--- src/hdl/fetch_cfg.svh ---
`ifndef FETCH_CFG_SVH
`define FETCH_CFG_SVH

// datapath and address width
`define XLEN            32

// first fetch address out of reset
`define RESET_PC        32'h1eceb000

// btb indexed by pc[5:2], 16 entries
`define BTB_IDX_BITS    4

// fetch queue geometry
`define FQ_DEPTH        8
`define FQ_PTR_BITS     3

`endif

--- src/hdl/fetch_pkg.sv ---
`include "fetch_cfg.svh"

package fetch_pkg;

    // major opcodes predecode cares about, plus two plain ones
    typedef enum logic [6:0] {
        op_jal  = 7'b1101111,
        op_jalr = 7'b1100111,
        op_br   = 7'b1100011,
        op_imm  = 7'b0010011,   // filler alu ops
        op_reg  = 7'b0110011
    } opcode_e;

    typedef enum logic [1:0] {
        st_idle = 2'b00,    // free to issue
        st_wait = 2'b01,    // request outstanding
        st_drop = 2'b10     // in-flight response gets thrown away
    } fetch_state_e;

    // one fetch queue slot, fields move together
    typedef struct packed {
        logic [`XLEN-1:0]   inst;
        logic [`XLEN-1:0]   pc;
        logic               pred_taken;
        logic [`XLEN-1:0]   pred_target;    // predicted next pc
    } fetch_entry_t;

endpackage

--- src/hdl/btb.sv ---
`timescale 1ns/100ps
`include "fetch_cfg.svh"

module btb (
    input  logic                clk,
    input  logic                rst,

    // lookup, combinational
    input  logic [`XLEN-1:0]    rd_pc_i,
    output logic                hit_o,
    output logic [`XLEN-1:0]    target_o,

    // update from the back end
    input  logic                we_i,
    input  logic [`XLEN-1:0]    wr_pc_i,
    input  logic [`XLEN-1:0]    wr_target_i
);

    localparam int BTB_ENTRIES = 1 << `BTB_IDX_BITS;

    logic [`XLEN-1:0]           target_mem [BTB_ENTRIES];
    logic [BTB_ENTRIES-1:0]     valid_q;
    logic [`BTB_IDX_BITS-1:0]   rd_idx;
    logic [`BTB_IDX_BITS-1:0]   wr_idx;

    // word aligned pcs, skip bits [1:0]
    assign rd_idx = rd_pc_i[`BTB_IDX_BITS+1:2];
    assign wr_idx = wr_pc_i[`BTB_IDX_BITS+1:2];

    assign hit_o    = valid_q[rd_idx];
    assign target_o = target_mem[rd_idx];

    always_ff @(posedge clk) begin
        if (rst) begin
            valid_q <= '0;
        end else if (we_i) begin
            valid_q[wr_idx] <= 1'b1;
        end
    end

    // target visible to lookups from the next cycle
    always_ff @(posedge clk) begin
        if (we_i) begin
            target_mem[wr_idx] <= wr_target_i;
        end
    end

endmodule : btb

--- src/hdl/fetch_queue.sv ---
`timescale 1ns/100ps
`include "fetch_cfg.svh"

module fetch_queue
    import fetch_pkg::*;
(
    input  logic            clk,
    input  logic            rst,

    input  logic            flush_i,

    input  logic            enq_i,
    input  fetch_entry_t    enq_entry_i,

    input  logic            deq_i,
    output fetch_entry_t    head_o,

    output logic            full_o,
    output logic            empty_o
);

    localparam logic [`FQ_PTR_BITS-1:0] PTR_LAST = `FQ_PTR_BITS'(`FQ_DEPTH - 1);
    localparam logic [`FQ_PTR_BITS:0]   CNT_FULL = (`FQ_PTR_BITS + 1)'(`FQ_DEPTH);

    fetch_entry_t               q_mem [`FQ_DEPTH];
    logic [`FQ_PTR_BITS-1:0]    wr_ptr_q;
    logic [`FQ_PTR_BITS-1:0]    rd_ptr_q;
    logic [`FQ_PTR_BITS:0]      count_q;   // one extra bit for full
    logic                       do_enq;
    logic                       do_deq;

    assign full_o  = (count_q == CNT_FULL);
    assign empty_o = (count_q == '0);
    assign head_o  = q_mem[rd_ptr_q];

    // dequeue on empty is a no-op
    assign do_deq = deq_i && !empty_o;
    // a full queue still takes a write when the head leaves
    assign do_enq = enq_i && (!full_o || do_deq);

    always_ff @(posedge clk) begin
        if (rst || flush_i) begin
            wr_ptr_q <= '0;
            rd_ptr_q <= '0;
            count_q  <= '0;
        end else begin
            if (do_enq) begin
                wr_ptr_q <= (wr_ptr_q == PTR_LAST) ? '0 : wr_ptr_q + 1'b1;
            end
            if (do_deq) begin
                rd_ptr_q <= (rd_ptr_q == PTR_LAST) ? '0 : rd_ptr_q + 1'b1;
            end
            case ({do_enq, do_deq})
                2'b10:   count_q <= count_q + 1'b1;
                2'b01:   count_q <= count_q - 1'b1;
                default: count_q <= count_q;     // both or neither
            endcase
        end
    end

    always_ff @(posedge clk) begin
        if (do_enq) begin
            q_mem[wr_ptr_q] <= enq_entry_i;
        end
    end

endmodule : fetch_queue

--- src/hdl/pc_gen.sv ---
`timescale 1ns/100ps
`include "fetch_cfg.svh"

module pc_gen
    import fetch_pkg::*;
(
    input  logic                clk,
    input  logic                rst,

    output logic                imem_req_o,
    output logic [`XLEN-1:0]    imem_addr_o,
    input  logic                imem_resp_i,
    input  logic [`XLEN-1:0]    imem_rdata_i,

    input  logic                redirect_i,
    input  logic [`XLEN-1:0]    redirect_pc_i,

    output logic [`XLEN-1:0]    btb_rd_pc_o,
    input  logic                btb_hit_i,
    input  logic [`XLEN-1:0]    btb_target_i,

    input  logic                fq_full_i,
    output logic                enq_o,
    output fetch_entry_t        enq_entry_o
);

    fetch_state_e       state_q, state_d;
    logic [`XLEN-1:0]   pc_q, pc_d;
    logic [`XLEN-1:0]   req_addr_q;     // pc of the outstanding request
    logic               fetch_en_q;     // low while in reset
    logic               resp_ok;
    logic [6:0]         opcode;
    logic               is_cti;
    logic               pred_taken;
    logic [`XLEN-1:0]   seq_pc;
    logic [`XLEN-1:0]   next_pc;

    // one request at a time, none while the queue is full
    assign imem_req_o  = fetch_en_q && (state_q == st_idle) && !fq_full_i && !redirect_i;
    assign imem_addr_o = pc_q;

    // redirect wins over a response in the same cycle
    assign resp_ok = (state_q == st_wait) && imem_resp_i && !redirect_i;

    // predecode of the returned word
    assign opcode = imem_rdata_i[6:0];
    assign is_cti = opcode inside {op_jal, op_jalr, op_br};

    // btb looked up with the pc the word belongs to
    assign btb_rd_pc_o = req_addr_q;
    assign pred_taken  = is_cti && btb_hit_i;
    assign seq_pc      = req_addr_q + `XLEN'(4);
    assign next_pc     = pred_taken ? btb_target_i : seq_pc;

    assign enq_o = resp_ok;

    always_comb begin
        enq_entry_o.inst        = imem_rdata_i;
        enq_entry_o.pc          = req_addr_q;
        enq_entry_o.pred_taken  = pred_taken;
        enq_entry_o.pred_target = next_pc;
    end

    always_comb begin
        state_d = state_q;
        pc_d    = pc_q;

        case (state_q)
            st_idle: begin
                if (imem_req_o) begin
                    state_d = st_wait;
                end
            end
            st_wait: begin
                if (imem_resp_i) begin
                    state_d = st_idle;
                    pc_d    = next_pc;     // btb target or pc + 4
                end
            end
            st_drop: begin
                if (imem_resp_i) begin
                    state_d = st_idle;     // stale word discarded
                end
            end
            default: begin
                state_d = st_idle;
            end
        endcase

        // back end redirect overrides the normal next pc
        if (redirect_i) begin
            pc_d = redirect_pc_i;
            if ((state_q != st_idle) && !imem_resp_i) begin
                state_d = st_drop;         // still waiting on memory
            end else begin
                state_d = st_idle;
            end
        end
    end

    always_ff @(posedge clk) begin
        if (rst) begin
            state_q    <= st_idle;
            pc_q       <= `RESET_PC;
            fetch_en_q <= 1'b0;
        end else begin
            state_q    <= state_d;
            pc_q       <= pc_d;
            fetch_en_q <= 1'b1;
        end
    end

    always_ff @(posedge clk) begin
        if (imem_req_o) begin
            req_addr_q <= pc_q;            // latched at issue
        end
    end

endmodule : pc_gen

--- src/hdl/fetch_top.sv ---
`timescale 1ns/100ps
`include "fetch_cfg.svh"

module fetch_top
    import fetch_pkg::*;
(
    input  logic                clk,
    input  logic                rst,

    output logic                imem_req_o,
    output logic [`XLEN-1:0]    imem_addr_o,
    input  logic                imem_resp_i,
    input  logic [`XLEN-1:0]    imem_rdata_i,

    input  logic                redirect_i,
    input  logic [`XLEN-1:0]    redirect_pc_i,

    input  logic                btb_we_i,
    input  logic [`XLEN-1:0]    btb_pc_i,
    input  logic [`XLEN-1:0]    btb_target_i,

    input  logic                deq_i,
    output logic [`XLEN-1:0]    inst_o,
    output logic [`XLEN-1:0]    pc_o,
    output logic                pred_taken_o,
    output logic [`XLEN-1:0]    pred_target_o,
    output logic                empty_o
);

    logic [`XLEN-1:0]   btb_rd_pc;
    logic               btb_hit;
    logic [`XLEN-1:0]   btb_target;
    logic               fq_full;
    logic               enq;
    fetch_entry_t       enq_entry;
    fetch_entry_t       head_entry;

    pc_gen u_pc_gen (
        .clk            (clk),
        .rst            (rst),
        .imem_req_o     (imem_req_o),
        .imem_addr_o    (imem_addr_o),
        .imem_resp_i    (imem_resp_i),
        .imem_rdata_i   (imem_rdata_i),
        .redirect_i     (redirect_i),
        .redirect_pc_i  (redirect_pc_i),
        .btb_rd_pc_o    (btb_rd_pc),
        .btb_hit_i      (btb_hit),
        .btb_target_i   (btb_target),
        .fq_full_i      (fq_full),
        .enq_o          (enq),
        .enq_entry_o    (enq_entry)
    );

    btb u_btb (
        .clk            (clk),
        .rst            (rst),
        .rd_pc_i        (btb_rd_pc),
        .hit_o          (btb_hit),
        .target_o       (btb_target),
        .we_i           (btb_we_i),
        .wr_pc_i        (btb_pc_i),
        .wr_target_i    (btb_target_i)
    );

    fetch_queue u_fetch_queue (
        .clk            (clk),
        .rst            (rst),
        .flush_i        (redirect_i),     // redirect empties the queue
        .enq_i          (enq),
        .enq_entry_i    (enq_entry),
        .deq_i          (deq_i),
        .head_o         (head_entry),
        .full_o         (fq_full),
        .empty_o        (empty_o)
    );

    // queue head out to the back end
    assign inst_o        = head_entry.inst;
    assign pc_o          = head_entry.pc;
    assign pred_taken_o  = head_entry.pred_taken;
    assign pred_target_o = head_entry.pred_target;

endmodule : fetch_top

--- config.mk ---
export PLATFORM = sky130hd
export DESIGN_NAME = fetch_top
export DESIGN_NICKNAME = d
export VERILOG_FILES = /design/src/hdl/fetch_pkg.sv /design/src/hdl/btb.sv /design/src/hdl/fetch_queue.sv /design/src/hdl/pc_gen.sv /design/src/hdl/fetch_top.sv
export VERILOG_INCLUDE_DIRS = /design/src /design/src/hdl
export SDC_FILE = /design/constraint.sdc
export NUM_CORES = 1
export LEC_CHECK = 0
export ABC_AREA = 0
export BUFFER_PORTS_ARGS = -buffer_cell sky130_fd_sc_hd__buf_2
export CAP_MARGIN = 10
export CORE_ASPECT_RATIO = 0.9
export CORE_MARGIN = 3
export CORE_UTILIZATION = 40
export DETAILED_ROUTE_END_ITERATION = 8
export PLACE_DENSITY = 0.61
export RECOVER_POWER = 25
export SLEW_MARGIN = 10
export SYNTH_ARGS = -nofsm -noshare
export SYNTH_HDL_FRONTEND = slang
export SYNTH_SLANG_ARGS = --single-unit
export TNS_END_PERCENT = 1
--- constraint.sdc ---
create_clock -name clk -period 13.2 [get_ports clk]
set_input_delay 2.64 -clock clk [delete_from_list [all_inputs] [get_ports clk]]
set_output_delay 2.64 -clock clk [all_outputs]
set_load 0.01 [all_outputs]
# After elaboration in Yosys (flattened, before gate mapping)
# Memory sizes are Yosys's and may differ from the RTL's. A register that Yosys moved wholly into a read port is not among the register bits.
# Cells that the tools add are included.
[word_totals] regBits=93 latch_bits=0 ramBits=1288 mem_bits_ro=0 inputBits=134 wordCells=81 n_memories=2
[op_classes] addsub=5 multipliers=0 div=0 order_cmp=3 n_eq_ne=12 shift=0 n_mux=24 bitwise_logic=1 n_reduce_logical=26
[memory_table] memory="u_fetch_queue.q_mem" words=8 width=97 rd=1 rd_clocked_by_memory_dff=1 wr=1 line="fetch_queue.sv:25" text="fetch_entry_t q_mem [`FQ_DEPTH];"
[memory_table] memory="u_btb.target_mem" words=16 width=32 rd=1 rd_clocked_by_memory_dff=1 wr=1 line="btb.sv:21" text="logic [`XLEN-1:0] target_mem [BTB_ENTRIES];"
[op_table] cell="$mux 32" count=4
[op_table] cell="$add 32x3->32 const B" count=1
[op_table] cell="$eq 7x7->1 const B" count=3
[op_table] cell="$or 16x16->16" count=1
[op_table] cell="$mux 3" count=4
[op_table] cell="$logic_and 1x1->1" count=10
[op_table] cell="$lt 4x5->1 const B" count=2
[op_table] cell="$mux 2" count=4
[op_table] cell="$pmux 4 s2" count=1
[op_table] cell="$reduce_bool 2->1" count=4
[op_table] cell="$mux 1" count=7
[op_table] cell="$add 3x1->3 const B" count=2
[op_table] cell="$eq 3x3->1 const B" count=2
[op_table] cell="$add 4x1->4 const B" count=1
[op_table] cell="$bmux 1 s4" count=1
[op_table] cell="$demux 1 s4" count=1
[op_table] cell="$eq 2x1->1 const B" count=2
[op_table] cell="$eq 2x2->1 const B" count=2
[op_table] cell="$eq 4x4->1 const B" count=1
[op_table] cell="$ge 4x1->1 const B" count=1
[op_table] cell="$logic_not 1->1" count=4
[op_table] cell="$logic_not 4->1" count=1
[op_table] cell="$mux 4" count=1
[op_table] cell="$pmux 2 s2" count=1
[op_table] cell="other kinds (8)" count=10

# Logic depth before layout (Yosys ltp)
[depth] depth_word=7 ltp_mapped=12

# Cells and area by module
# Synthesis repeated with hierarchy kept, for this count alone.
[hier_totals] hier_cells=2567 hier_area_um2=54024.3
[by_module_without_submodules] module="fetch_queue" n_inst=1 cells_per_inst=1207 area_each_um2=29859.9
[by_module_without_submodules] module="btb" n_inst=1 cells_per_inst=874 area_each_um2=19885.3
[by_module_without_submodules] module="pc_gen" n_inst=1 cells_per_inst=486 area_each_um2=4279.1

# Worst setup path before layout
# OpenSTA, ideal clock, no wires.
[synth_timing] path_type="in2reg" from="input port imem_resp_i" to="memory u_fetch_queue.q_mem[0][0] (netlist bit) (enable)" setup_ns=0.792 arrival_time_ns=12.347 required_ns=12.408 slack_ns=0.060 cell_stages=4 path_cell_list="nand2_1 nor2_1 o21ai_1 nor4_1"
[synth_via] elab_chain_cells=5
[synth_rtl] element="start, declared" line="fetch_top.sv:12" text="input logic imem_resp_i,"
[synth_rtl] element="$logic_and 1x1->1 (2 in series)" line="pc_gen.sv:43" text="assign resp_ok = (state_q == st_wait) && imem_resp_i && !redirect_i;"
[synth_rtl] element="$logic_and 1x1->1" line="fetch_queue.sv:39" text="assign do_enq = enq_i && (!full_o || do_deq);"
[synth_rtl] element="$mux 1" line="fetch_queue.sv:62" text="if (do_enq) begin"
[synth_rtl] element="$mux 1 (not written as such)" line="fetch_queue.sv:63" text="q_mem[wr_ptr_q] <= enq_entry_i;"
[synth_rtl] element="end, declared" line="fetch_queue.sv:25"
# Every way passes these cells.

==> impl_metrics.py <==
metrics = {
    "layout": {
        "drive_above_1_share": 0.325,
        "final_cell_mix": "1,320 x edfxtp_1, 330 x mux4_2, 185 x buf_2",
        "syn2layout_area_growth_pct": 14.6,
        "final_net_count": 2862,
        "stdcell_count": 4568,
        "final_util": 0.463,
        "final_common_cell": "edfxtp_1",
    },
    "setup_path": {
        "critPathCaptureType": "primary output",
        "reg2reg_depth": 6,
        "worst-path-max-fanout": 39,
        "startpoint_type": "register",
        "worst-setup-path-type": "reg -> out",
        "critPathRequiredTime_ns": 10.56,
        "worst_ep_arrival_time_ns": 3.99,
    },
    "grt": {
        "overflow": 0,
        "grt_pass1_wl_um": 184000,
        "antenna_found_initial": 27,
        "grt_pass1_vias": 25800,
        "grt_usage": 0.187,
        "grt_max_degree": 69,
    },
    "floorplan": {
        "dieWidth_um": 390,
        "ioPinCount": 265,
        "fp.dieH_um": 352,
        "rows": 126,
        "die_area_mm2": 0.137,
        "initial_core_util": 0.404,
        "core_mm2": 0.131,
    },
    "detailed_routing": {
        "avgViaCountPerCell": 5.56,
        "totalWireLength_um": 129000,
        "remaining_drc_errors": 0,
        "vias": 25400,
        "firstDrtPassIters": 5,
        "ant_nets": 0,
        "wl_per_cell_um": 28.2,
        "drt-initial-drc-count": 2596,
    },
    "clocking": {
        "clkLatencyLatePin_ns": 0.77,
        "root_buffer": "clkbuf_16",
        "cts.repair.resized": 0,
        "cts-buffers-inserted": 138,
        "clkTransAtPathRegs_ns": 0.07,
        "clock_sinks": 1388,
        "cts_setup_buffers": 0,
        "ctsHoldBuffers": 0,
        "cts_tree": "yes",
        "cts_buffer_depth": 3,
        "cts-htree-levels": 4,
    },
    "yosys": {
        "syn-num-nets": 2546,
        "synth_area_mm2": 0.0531,
        "synth_top_area_cell": "edfxtp_1",
        "synth-edff-count": 1320,
        "yosysSeqAreaShare": 0.772,
        "postSynthAreaPerCell_um2": 22.1,
        "synth_area_leaders": "edfxtp_1 75%, mux4_2 14%, dfxtp_1 2.6%",
        "synthFlopType": "edfxtp_1",
        "synth_top_area_frac": 0.746,
        "ys_ff_latch": 1388,
        "synth.distinct_cells": 58,
        "synthCells": 2402,
        "ys_warn_count": 0,
        "async_reset_ff_frac": 0,
    },
    "sta": {
        "final.min_clock_period_ns": 6.63,
        "tns_ns": 0,
        "finalSetupViolCount": 0,
        "post-route-period-util": 0.502,
        "clock_skew_ns": 0.0324,
        "max_slew_margin": 0.146,
        "grt_setup_unrepaired": "false",
        "finalHoldViolCount": 0,
        "finalMaxSlewViolations": 0,
        "max_freq_mhz": 151,
        "tightest_slew_ns": 1.28,
    },
    "pwr": {
        "ir_worst_vdd_v": 0.000112,
        "power.leakage_nw": 19.1,
        "powerDensity_mw_per_mm2": 149,
    },
    "status": {
        "outcome": "finished clean",
    },
    "placed_design": {
        "dpl.cell_count": 4306,
        "gp_congestion": 0.773,
        "portBuffers": 236,
        "dpl.hpwl_um": 74600,
    },
    "min_path": {
        "min_from": "u_pc_gen.imem_addr_o[9]$_SDFFE_PP0P_",
        "holdPathStages": 0,
        "hp-class": "reg -> reg",
    },
    "run": {
        "max-cap-violations": 0,
    },
}
## layout make-up
type,count,area [um2]
clock inverters,70,687
well taps,1728,2160
diodes,10,25.0
multi-input cells,873,11600
clock buffers,182,3740
repair buffers,290,1520
inverters,27,101
fillers,10900,70600
flip-flops and latches,1388,41000
## synthesized netlist by cell type, types with 2 or more instances
library cell,number
edfxtp_1,1320
mux4_2,330
mux2_2,111
nor2_1,84
dfxtp_1,68
clkbuf_1,62
nand2_1,54
a22oi_1,40
mux2i_1,29
inv_1,26
a21oi_1,22
xnor2_1,21
buf_2,19
nor3_1,19
nand3_1,17
buf_1,14
o21ai_0,11
a22o_1,10
buf_6,10
ha_1,9
nand4_1,9
xor2_1,9
a21o_1,8
a221oi_1,8
buf_4,8
and3_1,7
nor2b_1,7
o211a_1,7
nand2b_1,6
o22a_1,6
o22ai_1,5
and2_1,4
nor4_1,4
and4_1,3
nand3b_1,3
o21ai_1,3
or3_1,3
mux2_1,2
nor3b_2,2
nor4_4,2
o21a_1,2
o32ai_2,2
## where the power goes
part | switching, mW | leakage [nW] | internal, mW
sequential | 0.0477 | 12.5 | 4.87
clock | 1.63 | 2.15 | 2.19
combinational | 0.215 | 4.50 | 0.131
total | 1.89 | 19.1 | 7.19
## worst max-delay path: stages, from the launching register on
cell and delay (ns):
dfxtp_4 0.78, buf_4 0.74, buf_4 0.64, mux4_2 0.57, mux2_2 0.30, buf_2 0.16
## final timing paths
check,endpoint,slack (ns)
max reg2reg,u_pc_gen.imem_addr_o[26]$_SDFFE_PP1P_,8.59
min reg2reg,u_pc_gen.btb_rd_pc_o[9]$_DFFE_PN_,0.46
max,pred_target_o[15],6.57
min,u_pc_gen.btb_rd_pc_o[9]$_DFFE_PN_,0.46
## registers in the layout (all words and copies together) (netlist names), named ones only
signal and flops:
u_btb.valid_q 16, u_pc_gen.fetch_en_q 1, u_btb.target_mem 512, u_pc_gen.imem_addr_o 32
u_pc_gen.state_q 2, u_fetch_queue.count_q 4, u_fetch_queue.rd_ptr_q 3, u_fetch_queue.q_mem 776
u_pc_gen.btb_rd_pc_o 32, u_fetch_queue.wr_ptr_q 3
## cell families after synthesis
logic type	Yosys count	share of synthesized area
buffers and inverters	141	0.0126
flip-flops	1388	0.772
XOR/XNOR	30	0.00494
AO/OA/AOI/OAI	130	0.0180
multiplexers	472	0.169
adder cells (fa/ha/maj)	10	0.00250
AND/OR/NAND/NOR	231	0.0212
## stage by stage
step	instance area [um2]	hold slack [ns]	power, mW	setup WS [ns]
2_1_floorplan	53100	0.435	5.19	0.0601
3_3_place_gp	56500	0.438	5.34	6.66
3_5_place_dp	56500	0.438	5.36	6.67
4_1_cts	60900	0.452	9.16	6.33
5_1_grt	60900	0.474	9.37	6.21
6_report	60900	0.456	9.08	6.57
## layer usage
layer / track usage / vias up / wire (um) / part of all wire
met2: 0.295 / 1012 / 61000 / 0.47
met5: 0 / - / 92 / 0.00072
met1: 0.264 / 13500 / 53800 / 0.42
li1: - / 10700 / - / -
met4: 0.0463 / 14 / 2290 / 0.018
met3: 0.0447 / 185 / 11400 / 0.089
Note: power is estimated with default switching activity, not from simulation.
